==> config.mk <==
export PLATFORM = sky130hd
export DESIGN_NAME = looper_top
export DESIGN_NICKNAME = d
export VERILOG_FILES = /design/src/hw/looper_pkg.sv /design/src/hw/button_sync.sv /design/src/hw/loop_ctrl.sv /design/src/hw/bank_eraser.sv /design/src/hw/loop_timer.sv /design/src/hw/looper_top.sv
export SDC_FILE = /design/constraint.sdc
export NUM_CORES = 1
export LEC_CHECK = 0
export ABC_AREA = 1
export BUFFER_PORTS_ARGS = -buffer_cell sky130_fd_sc_hd__buf_4
export CAP_MARGIN = 20
export CORE_ASPECT_RATIO = 0.9
export CORE_MARGIN = 1
export CORE_UTILIZATION = 50
export DETAILED_ROUTE_END_ITERATION = 6
export GPL_TIMING_DRIVEN = 1
export PLACE_DENSITY = 0.69
export SYNTH_ARGS = -nofsm -noshare
export SYNTH_HDL_FRONTEND = slang
export SYNTH_HIERARCHICAL = 1
export SYNTH_SLANG_ARGS = --single-unit
==> constraint.sdc <==
create_clock -name clk100 -period 2.5 [get_ports clk100]
set_clock_uncertainty 0.15 [all_clocks]
set_input_delay 0 -clock clk100 [delete_from_list [all_inputs] [get_ports clk100]]
set_output_delay 0 -clock clk100 [all_outputs]
set_load 0.1 [all_outputs]
==> src/hw/looper_pkg.sv <==
package looper_pkg;

    localparam int NUM_BANKS       = 8;  // Loop banks
    localparam int BANK_W          = 3;  // Bank index width
    localparam int MAX_W           = 23; // Loop length and position width

    // Small simulation values that a board build raises
    localparam int DEBOUNCE_CYCLES = 4;  // Stable cycles before a level is accepted
    localparam int DEBOUNCE_W      = $clog2(DEBOUNCE_CYCLES);
    localparam int HOLD_CYCLES     = 40; // Stop held this long deletes the bank
    localparam int HOLD_W          = $clog2(HOLD_CYCLES);
    localparam int ERASE_WORDS     = 16; // Sample addresses per bank
    localparam int ERASE_ADDR_W    = 4;

    typedef struct packed {
        logic back;                      // Previous bank
        logic stop;                      // Stop, held for delete
        logic play;                      // Play or record
        logic next;                      // Next bank
    } btn_t;

    typedef struct packed {
        logic [NUM_BANKS-1:0] playing;
        logic [NUM_BANKS-1:0] recording;
        logic [NUM_BANKS-1:0] active;    // Bank holds a recorded loop
    } bank_status_t;

    typedef struct packed {
        logic              delete;       // Level, held until the clear
        logic [BANK_W-1:0] bank;
    } erase_req_t;

    typedef struct packed {
        logic                    strobe; // One sample write of zero
        logic [BANK_W-1:0]       bank;
        logic [ERASE_ADDR_W-1:0] addr;
    } erase_wr_t;

    typedef enum logic [3:0] {
        IDLE, IDLE_DB, PLAY, RECORD, REC_REL, STOP_HOLD, DELETE, DEL_REL, DELETE_OTHERS
    } ctrl_state_e;

endpackage

==> src/hw/button_sync.sv <==
module button_sync import looper_pkg::*; (
    input  logic clk100,
    input  logic rst,
    input  btn_t raw,  // Straight from the board pins
    output btn_t btn   // Clean levels for the FSM
);

    logic [$bits(btn_t)-1:0] meta;                 // First sync stage
    logic [$bits(btn_t)-1:0] sync;                 // Second sync stage
    logic [$bits(btn_t)-1:0] level;                // Accepted level per button
    logic [DEBOUNCE_W-1:0]   cnt [$bits(btn_t)];   // Disagreement run length

    always_ff @(posedge clk100) begin
        if (rst) begin
            meta  <= '0;
            sync  <= '0;
            level <= '0;
            for (int i = 0; i < $bits(btn_t); i++) begin
                cnt[i] <= '0;
            end
        end else begin
            meta <= raw;
            sync <= meta;
            for (int i = 0; i < $bits(btn_t); i++) begin
                if (sync[i] == level[i]) begin
                    cnt[i] <= '0;                  // Bounced back to the accepted level
                end else if (cnt[i] == DEBOUNCE_W'(DEBOUNCE_CYCLES - 1)) begin
                    level[i] <= sync[i];           // Held long enough
                    cnt[i]   <= '0;
                end else begin
                    cnt[i] <= cnt[i] + 1'b1;
                end
            end
        end
    end

    assign btn = btn_t'(level);

endmodule

==> src/hw/loop_ctrl.sv <==
module loop_ctrl import looper_pkg::*; (
    input  logic               clk100,
    input  logic               rst,
    input  btn_t               btn,           // Debounced buttons
    output bank_status_t       status,
    output logic [BANK_W-1:0]  bank,          // Bank the buttons act on
    output erase_req_t         erase,
    input  logic               delete_clear,  // Eraser finished the bank
    input  logic [MAX_W-1:0]   current_max,
    output logic               set_max,       // Latch first loop length
    output logic               reset_max      // Forget loop length
);

    ctrl_state_e          state;
    logic                 others_pending;    // Wipe the other banks after the first loop
    logic [HOLD_W-1:0]    hold_cnt;
    logic                 hold_done;
    logic [BANK_W-1:0]    other_bank;        // Next candidate in DELETE_OTHERS
    logic [NUM_BANKS-1:0] active_left;       // Active mask once this bank is gone

    assign hold_done   = (hold_cnt == HOLD_W'(HOLD_CYCLES - 1));
    assign other_bank  = erase.bank + 1'b1;
    assign active_left = status.active & ~(NUM_BANKS'(1) << bank);

    // Stop-hold timer runs only while stop stays down in STOP_HOLD
    always_ff @(posedge clk100) begin
        if (rst || state != STOP_HOLD) begin
            hold_cnt <= '0;
        end else if (!hold_done) begin
            hold_cnt <= hold_cnt + 1'b1;
        end
    end

    always_ff @(posedge clk100) begin
        if (rst) begin
            state          <= IDLE;
            status         <= '0;
            bank           <= '0;
            erase          <= '0;
            others_pending <= 1'b0;
            set_max        <= 1'b0;
            reset_max      <= 1'b1;              // Max is cleared while in reset
        end else begin
            set_max   <= 1'b0;                   // Both flags are single pulses
            reset_max <= 1'b0;
            if (delete_clear) begin
                erase.delete <= 1'b0;
            end
            case (state)
                IDLE: begin
                    if (btn.back) begin
                        bank  <= bank - 1'b1;    // Wraps 0 to 7
                        state <= IDLE_DB;
                    end else if (btn.next) begin
                        bank  <= bank + 1'b1;
                        state <= IDLE_DB;
                    end else if (btn.stop) begin
                        status.playing[bank] <= 1'b0;  // Stop at once and delete only if held
                        state                <= STOP_HOLD;
                    end else if (btn.play) begin
                        if (status.active[bank] && !status.playing[bank]) begin
                            status.playing[bank]   <= 1'b1;
                            status.recording[bank] <= 1'b0;
                            state                  <= PLAY;
                        end else begin
                            // Empty bank or overdub on a playing one
                            status.recording[bank] <= 1'b1;
                            status.playing[bank]   <= 1'b0;
                            state                  <= RECORD;
                        end
                    end
                end
                IDLE_DB: begin
                    if (btn == '0) begin
                        state <= IDLE;
                    end
                end
                PLAY: begin
                    if (!btn.play) begin
                        others_pending <= 1'b0;
                        state          <= others_pending ? DELETE_OTHERS : IDLE;
                    end
                end
                RECORD: begin
                    if (!btn.play) begin
                        state <= REC_REL;        // Keeps recording after release
                    end else if (btn.stop) begin
                        state <= DELETE;
                    end
                end
                REC_REL: begin
                    if (btn.stop) begin
                        state <= DELETE;         // Abandon the take
                    end else if (btn.play && !erase.delete) begin
                        status.active[bank]    <= 1'b1;
                        status.playing[bank]   <= 1'b1;
                        status.recording[bank] <= 1'b0;
                        if (current_max == '0) begin
                            // First loop sets the length and wipes stale banks
                            set_max        <= 1'b1;
                            erase.bank     <= bank + 1'b1;
                            erase.delete   <= 1'b1;
                            others_pending <= 1'b1;
                        end
                        state <= PLAY;
                    end
                end
                DELETE_OTHERS: begin
                    if (!erase.delete) begin
                        erase.bank <= other_bank;
                        if (status.active[other_bank]) begin
                            state <= IDLE;       // Walked round to the new loop
                        end else begin
                            erase.delete <= 1'b1;
                        end
                    end
                end
                STOP_HOLD: begin
                    if (!btn.stop) begin
                        state <= IDLE;           // Short press only stops
                    end else if (hold_done) begin
                        state <= DELETE;
                    end
                end
                DELETE: begin
                    // Waits out an erase still in flight
                    if (!erase.delete) begin
                        erase.delete           <= 1'b1;
                        erase.bank             <= bank;
                        status.recording[bank] <= 1'b0;
                        status.active[bank]    <= 1'b0;
                        if (active_left == '0) begin
                            reset_max <= 1'b1;   // Last loop gone
                        end
                        state <= DEL_REL;
                    end
                end
                DEL_REL: begin
                    if (btn == '0) begin
                        state <= IDLE;
                    end
                end
                default: state <= IDLE;
            endcase
        end
    end

endmodule

==> src/hw/bank_eraser.sv <==
module bank_eraser import looper_pkg::*; (
    input  logic       clk100,
    input  logic       rst,
    input  erase_req_t erase,
    output erase_wr_t  wr,
    output logic       delete_clear  // One cycle after the last write
);

    logic                    delete_q;  // Previous delete level for edge detect
    logic                    busy;
    logic [ERASE_ADDR_W-1:0] addr;
    logic [BANK_W-1:0]       bank_q;    // Bank latched at the request

    always_ff @(posedge clk100) begin
        if (rst) begin
            delete_q     <= 1'b0;
            busy         <= 1'b0;
            addr         <= '0;
            delete_clear <= 1'b0;
        end else begin
            delete_q     <= erase.delete;
            delete_clear <= 1'b0;
            if (erase.delete && !delete_q) begin
                busy <= 1'b1;           // New request
                addr <= '0;
            end else if (busy) begin
                addr <= addr + 1'b1;
                if (addr == ERASE_ADDR_W'(ERASE_WORDS - 1)) begin
                    busy         <= 1'b0;
                    delete_clear <= 1'b1;
                end
            end
        end
    end

    // Target bank taken on the rising delete level
    always_ff @(posedge clk100) begin
        if (erase.delete && !delete_q) begin
            bank_q <= erase.bank;
        end
    end

    assign wr.strobe = busy;
    assign wr.bank   = bank_q;
    assign wr.addr   = addr;

endmodule

==> src/hw/loop_timer.sv <==
module loop_timer import looper_pkg::*; (
    input  logic                 clk100,
    input  logic                 rst,
    input  logic                 sample_tick,  // One per audio sample
    input  logic [NUM_BANKS-1:0] recording,
    input  logic                 set_max,
    input  logic                 reset_max,
    output logic [MAX_W-1:0]     current_max,  // Loop length in samples
    output logic [MAX_W-1:0]     position      // Shared playback pointer
);

    logic [MAX_W-1:0] count;   // Samples in the first take so far
    logic             max_set;
    logic             pos_wrap;

    assign max_set  = (current_max != '0);
    assign pos_wrap = (position == current_max - 1'b1);

    always_ff @(posedge clk100) begin
        if (rst || reset_max) begin
            current_max <= '0;
            count       <= '0;
            position    <= '0;
        end else begin
            if (set_max) begin
                current_max <= (count == '0) ? MAX_W'(1) : count;  // Never a zero length
            end else if (!max_set && (|recording) && sample_tick) begin
                count <= count + 1'b1;
            end
            if (max_set && sample_tick) begin
                position <= pos_wrap ? '0 : position + 1'b1;
            end
        end
    end

endmodule

==> src/hw/looper_top.sv <==
module looper_top import looper_pkg::*; (
    input  logic              clk100,
    input  logic              rst,
    input  btn_t              btns,         // Raw board buttons
    input  logic              sample_tick,
    output bank_status_t      status,
    output logic [BANK_W-1:0] bank,
    output erase_wr_t         erase_wr,     // To the sample memory
    output logic [MAX_W-1:0]  current_max,
    output logic [MAX_W-1:0]  position
);

    btn_t       btn_db;
    erase_req_t erase_req;
    logic       delete_clear;
    logic       set_max;
    logic       reset_max;

    button_sync u_button_sync (
        .clk100 (clk100),
        .rst    (rst),
        .raw    (btns),
        .btn    (btn_db)
    );

    loop_ctrl u_loop_ctrl (
        .clk100       (clk100),
        .rst          (rst),
        .btn          (btn_db),
        .status       (status),
        .bank         (bank),
        .erase        (erase_req),
        .delete_clear (delete_clear),
        .current_max  (current_max),
        .set_max      (set_max),
        .reset_max    (reset_max)
    );

    bank_eraser u_bank_eraser (
        .clk100       (clk100),
        .rst          (rst),
        .erase        (erase_req),
        .wr           (erase_wr),
        .delete_clear (delete_clear)
    );

    loop_timer u_loop_timer (
        .clk100      (clk100),
        .rst         (rst),
        .sample_tick (sample_tick),
        .recording   (status.recording),
        .set_max     (set_max),
        .reset_max   (reset_max),
        .current_max (current_max),
        .position    (position)
    );

endmodule

== Word-level counts from Yosys, hierarchy flattened ==
Memories as Yosys holds them, arrays and structs flattened.
Cells that the tools add are included.
Storage, ports and cells
  input port bits: 7
  memory bits (writable): 8
  output and inout bits: 81
  flip-flop bits (word level): 135
  word-level logic and storage cells: 271
  memories kept: 1
Memory list
  u_button_sync.cnt: depth 4, width 2, rd ports 4, clocked after Yosys merged registers in 0, wr ports 4, RTL line button_sync.sv:11  | logic [DEBOUNCE_W-1:0] cnt [$bits(btn_t)];
Operators by class
  shift operators: 1
  bitwise operators: 29
  magnitude comparators: 3
  multiplexer cells: 121
  equality and inequality tests: 37
  $add $sub $neg: 12
  reduce and logical (&&, ||, !) cells: 42
Operator list (number)
  4-bit 2-to-1 mux: 21
  16-bit 2-to-1 mux: 5
  1-bit 2-to-1 mux: 65
  24-bit 2-to-1 mux: 2
  23-bit by 1-bit adder with 23-bit output (second input constant): 2
  23-bit zero test: 2
  23-bit 2-to-1 mux: 2
  8-bit AND: 4
  4-bit one-hot mux with 8 select lines: 1
  8-bit one-hot mux with 2 select lines: 2
  2-bit 2-to-1 mux: 12
  8-bit bitwise OR: 3
  8-bit one-hot mux with 3 select lines: 1
  23-bit equality test: 1
  23-bit nonzero test: 1
  23-bit by 1-bit subtractor with 23-bit output (second input constant): 1
  4-bit by 3-bit equality test with 1-bit output (second input constant): 4
  8-bit 2-to-1 mux: 2
  2-bit != test (second input constant): 8
  8-bit NOT: 2
  1-bit bitwise OR: 12
  4-bit one-hot mux with 3 select lines: 1
  2-bit AND reduction: 6
  6-bit AND reduction: 2
  39 further kinds: 83

== Depth between registers and ports, before layout ==
  depth after elaboration: 12
  gate-level depth with buffers: 17
  mapped depth without buffers: 16

== Cells and area by module ==
The synthesis kept the hierarchy.
By module, submodules not included
  loop_timer: cells an instance 655, area an instance 4521.8 um2, times used 1, sequential area each 1381.3 um2
  loop_ctrl: cells an instance 462, area an instance 2896.5 um2, times used 1, sequential area each 880.8 um2
  button_sync: cells an instance 95, area an instance 844.6 um2, times used 1, sequential area each 480.5 um2
  bank_eraser: cells an instance 37, area an instance 371.6 um2, times used 1, sequential area each 230.2 um2

== Least setup slack after synthesis ==
No wires, ideal clock.
  path type: register to register
  start point: register u_loop_timer.current_max[1]
  end point: register u_loop_timer.position[2]
  library setup time: 124 ps
  data arrival time: 2574 ps
  cell stages (with the launch flop): 18
  required time: 2226 ps
  period minus slack after synthesis: 2848 ps
  path slack: -348 ps
  buffers on the path: 1
  cell sequence: dfxtp_1 -> inv_1 -> ha_1 -> nand2_1 -> inv_1 -> nor2_1 -> nand2_1 -> nor2_1 -> nand2_1 -> nor2_1 -> nand2_1 -> nor2_1 -> nand2_1 -> nor2_2 -> nand2_2 -> nand2_4 -> buf_12 -> nor2_4
On the way
  word-level cells in the longest chain between the ends: 3
  elaborated cells between the ends (all ways): 5
  classes of those cells: 1 x add/sub; 1 x eq/ne; 1 x mux; 2 x reduce/logical
Ends and longest elaborated chain
  start, declared: RTL line loop_timer.sv:8  | output logic [MAX_W-1:0] current_max,
  start signal, assigned: RTL line loop_timer.sv:26  | current_max <= (count == '0) ? MAX_W'(1) : count;
  23-bit by 1-bit subtractor with 23-bit output: RTL line loop_timer.sv:17  | assign pos_wrap = (position == current_max - 1'b1);
  23-bit equality test: RTL line loop_timer.sv:17
  23-bit 2-to-1 mux: RTL line loop_timer.sv:31  | position <= pos_wrap ? '0 : position + 1'b1;
  end signal, assigned: RTL line loop_timer.sv:31
  end, declared: RTL line loop_timer.sv:9  | output logic [MAX_W-1:0] position
Parallel ways exist; a longest one is shown, timed or not.
A chain may end at the register's enable or synchronous reset.

== Final worst setup path ==
  start point: register u_loop_timer.current_max[1]
  end point: register u_loop_timer.count[6]
On the way
  word-level cells in the longest chain between the ends: 5
Ends and longest elaborated chain
  23-bit nonzero test: RTL line loop_timer.sv:16  | assign max_set = (current_max != '0);
  1-bit zero test: RTL line loop_timer.sv:27  | end else if (!max_set && (|recording) && sample_tick) begin
  1-bit logical AND (2 in a row): RTL line loop_timer.sv:27
  2-bit AND reduction (no line)
  end signal, assigned: RTL line loop_timer.sv:28  | count <= count + 1'b1;
  end, declared: RTL line loop_timer.sv:12  | logic [MAX_W-1:0] count;
Every way passes these cells.

==> results.cfg <==
[drt]
met2_length_um = 9347
detailedRoute.firstPassIterationCount = 5
residual_drc_count = 0
detail_route.vias_per_cell = 5.143
detailroute.wirelength.met3_um = 1042
highest-signal-layer = met4
final_antenna_net_count = 0
totalWireLength_um = 21500
route.detailed.wl_per_inst_um = 13.63
drt_iter0_markers = 561
routed_vias = 8116
drt-met1-wl_um = 10840

[sta]
finalHoldViolCount = 0
setup_viol = 0
post-route-worst-setup-slack_ns = 0.2080
final.setup.tns_ns = 0
final_max_slew_viol_count = 0
final_clock_period_utilization_by_the_worst_path = 0.9168
tightestPinTransition_ns = 0.6043
achievable-frequency_ghz = 0.4363
hold-worst-slack_ns = 0.1738
grt_setup_unrepaired = no
shortest_period_the_worst_path_allows_ns = 2.292
slew_headroom = 0.5958

[global_route]
grt_usage = 0.2506
grt_pass1_vias = 7225
grt_max_degree = 45
grt_antenna_before_repair = 0
globalRoute.totalOverflow = 0
grt_pass1_wl_um = 35710

[cts]
clock_tree_from_tritoncts = done
root_buffer_cell = clkbuf_16
numClockSinks = 143
cts-root-to-sink-buffers = 2
cts.clk_slew.worst_paths_ns = 0.06
worst_skew_pair.late_latency_ns = 0.43
cts_buffers = 17
clock_tree.htree_level_count = 4

[floorplanning]
effective_utilization_at_floorplan = 0.5112
die_area_um2 = 17800
core_area_um2 = 16890
die_height_um = 126.7
top_level_ports = 88
fp.dieW_um = 140.5
placement_rows = 45

[power]
cellLeakagePower_uw = 0.004557
peakVddDrop_mv = 0.4801
power_density_nw_per_um2 = 670.2

[cells_and_area]
fillerInstances = 1623
layout-area-overhead-vs-synth_pct = 18.46
post_route_cells_drive_above_1_share = 0.1792
antenna_cells_inserted = 0
finish.instance_area_um2 = 10230
nets = 1379

[yosys]
synth_compound_area_frac = 0.09665
synth.largest_area_cell = dfxtp_1
main_combinational_cell_family_by_area_after_synthesis = simple AND/OR/NAND/NOR gates
share_of_flip_flops_with_an_asynchronous_set_or_reset = 0
count_of_flip_flops_with_a_built_in_enable_after_synthesis = 11
synth-seq-area-share = 0.3443
synthCells = 1249
synth-adder-area-share = 0.02608
yosysWarningCount = 6
synthesis.area_um2 = 8635
muxShareOfSynthArea = 0.002319
synth-xor-area-share = 0.04869
synth_flop_cell = dfxtp_1
library_cells_used_by_synthesis = 52
syn-mean-instance-area_um2 = 6.913
synth-simple-area-share = 0.3830
synthDominantCellAreaShare = 0.3060
yosys-top-cells-area = dfxtp_1 (31%), nand2_1 (11%), nor2_1 (7.9%)
postSynthRegisterBits = 143

[placed_design]
setup_ws_pre_cts_ns = 0.08711
place_area_um2 = 9532
dp.final_hpwl_um = 16040
gp_congestion = 0.9047
total_of_buffers_placed_on_input_and_output_ports = 87

[critical_path]
setup.worst_path.start_class = flip-flop
arr_time_crit_path_ns = 2.46
r2r_slack_ns = 0.21
timing.critical_path.fanout_max = 11
setup.worst_path.end_class = flip-flop
crit_required_ns = 2.66
criticalPathCategory = reg -> reg

[outcome]
status = finished, final reports clean

[worst_hold_path]
hold_path.class = in -> reg

[job]
cap_violations = 0
[synthesized netlist by cell type, types with 8 or more instances]
library cell / instances
o21ai_0: 50
nand4_1: 25
ha_1: 18
nor2_1: 182
clkbuf_1: 13
dfxtp_1: 132
xnor2_1: 19
xor2_1: 29
inv_2: 19
a21oi_1: 74
nor2_4: 28
nand3_1: 81
nor2_2: 17
nand2_2: 14
and2_1: 8
edfxtp_1: 11
inv_1: 154
nand2_1: 258
nor3_1: 22
o21ai_1: 18
nand3b_1: 10
[through the flow]
step                total power (uW)  utilization  std cells
floorplan                       3787            -       1256
global placement                4116       0.5643       1540
detailed placement              4129       0.5643       1540
CTS                             6891       0.6051       1578
global route                    7187       0.6056       1578
finish                          6855       0.6056       1578
[kinds of logic after synthesis]
kind of cell,after synthesis
DFF,143
and+or+nand+nor,677
muxes,2
AOI/OAI and AO/OA,157
other,1
xor gates and xnor gates,48
buffers and inverters,203
adders and majority gates,18
[layout make-up]
| class | count | area, um^2 | area share |
|---|---|---|---|
| Tap cell | 211 | 264.0 | 0.02581 |
| Clock inverter | 14 | 200.2 | 0.01957 |
| Timing Repair Buffer | 109 | 858.3 | 0.08391 |
| Clock buffer | 18 | 429.2 | 0.04196 |
| Multi-Input combinational cell | 910 | 4845 | 0.4736 |
| Sequential cell | 143 | 2980 | 0.2914 |
| Inverter | 173 | 651.9 | 0.06373 |
[report_power, final]
| part | internal (uW) | total [uW] | switching, uW | leakage [uW] |
|---|---|---|---|---|
| clock | 1690 | 2740 | 1050 | 0.000304 |
| sequential | 2400 | 2520 | 121 | 0.00118 |
| combinational | 421 | 1590 | 1170 | 0.00307 |
[placed cells by master, fill, tap and decap left out, types with 10 or more instances in the layout]
cell	synthesis	final
buf_4	5	101
xnor2_1	19	19
nand4_1	25	25
dfxtp_1	132	126
xor2_1	29	29
nor2_1	182	181
nor2_2	17	18
inv_1	154	154
edfxtp_1	11	11
clkbuf_16	0	17
a21oi_1	74	74
nor3_1	22	22
nand3_1	81	81
o21ai_1	18	18
inv_2	19	18
nand3b_1	10	10
ha_1	18	18
o21ai_0	50	50
nand2_2	14	13
nor2_4	28	28
nand2_1	258	258
[metal layers]
metal  global-route usage  vias up
met5                    0        -
met4              0.07545        0
met3              0.04153       21
met2               0.3841      215
met1               0.3606     3682
li1                     -     4198
[what timing repair did]
| action | 4_1_cts | 5_1_grt |
|---|---|---|
| endpoints found under the setup margin | 0 | 1 |
| setup buffers | 0 | 0 |
| hold endpoints to repair | 22 | 0 |
| resized for setup | 0 | 2 |
| hold buffers | 6 | 0 |
[final timing paths]
check | startpoint | end | cells after the start
worst min-delay path | btns[1] | u_button_sync/meta[1]$_SDFF_PP0_ | 4
worst max-delay path | u_loop_timer/current_max[1]$_SDFFE_PP0P_ | u_loop_timer/count[6]$_SDFFE_PP0P_ | 13
worst max register to register | u_loop_timer/current_max[1]$_SDFFE_PP0P_ | u_loop_timer/count[6]$_SDFFE_PP0P_ | 13
worst min register to register | u_button_sync/meta[2]$_SDFF_PP0_ | u_button_sync/sync[2]$_SDFF_PP0_ | 2
[worst max-delay path, stage by stage, from the launching register on]
cell,delay [ns]
dfxtp_2,0.33
inv_1,0.11
ha_1,0.25
nand3_4,0.16
nor2_8,0.22
nand3_2,0.10
nor2_2,0.14
nand2_4,0.16
inv_4,0.15
nand3b_1,0.13
nor2_1,0.14
nand2_1,0.06
nand2_1,0.06
nor2_1,0.04
Power figures use the tool's default switching activity.
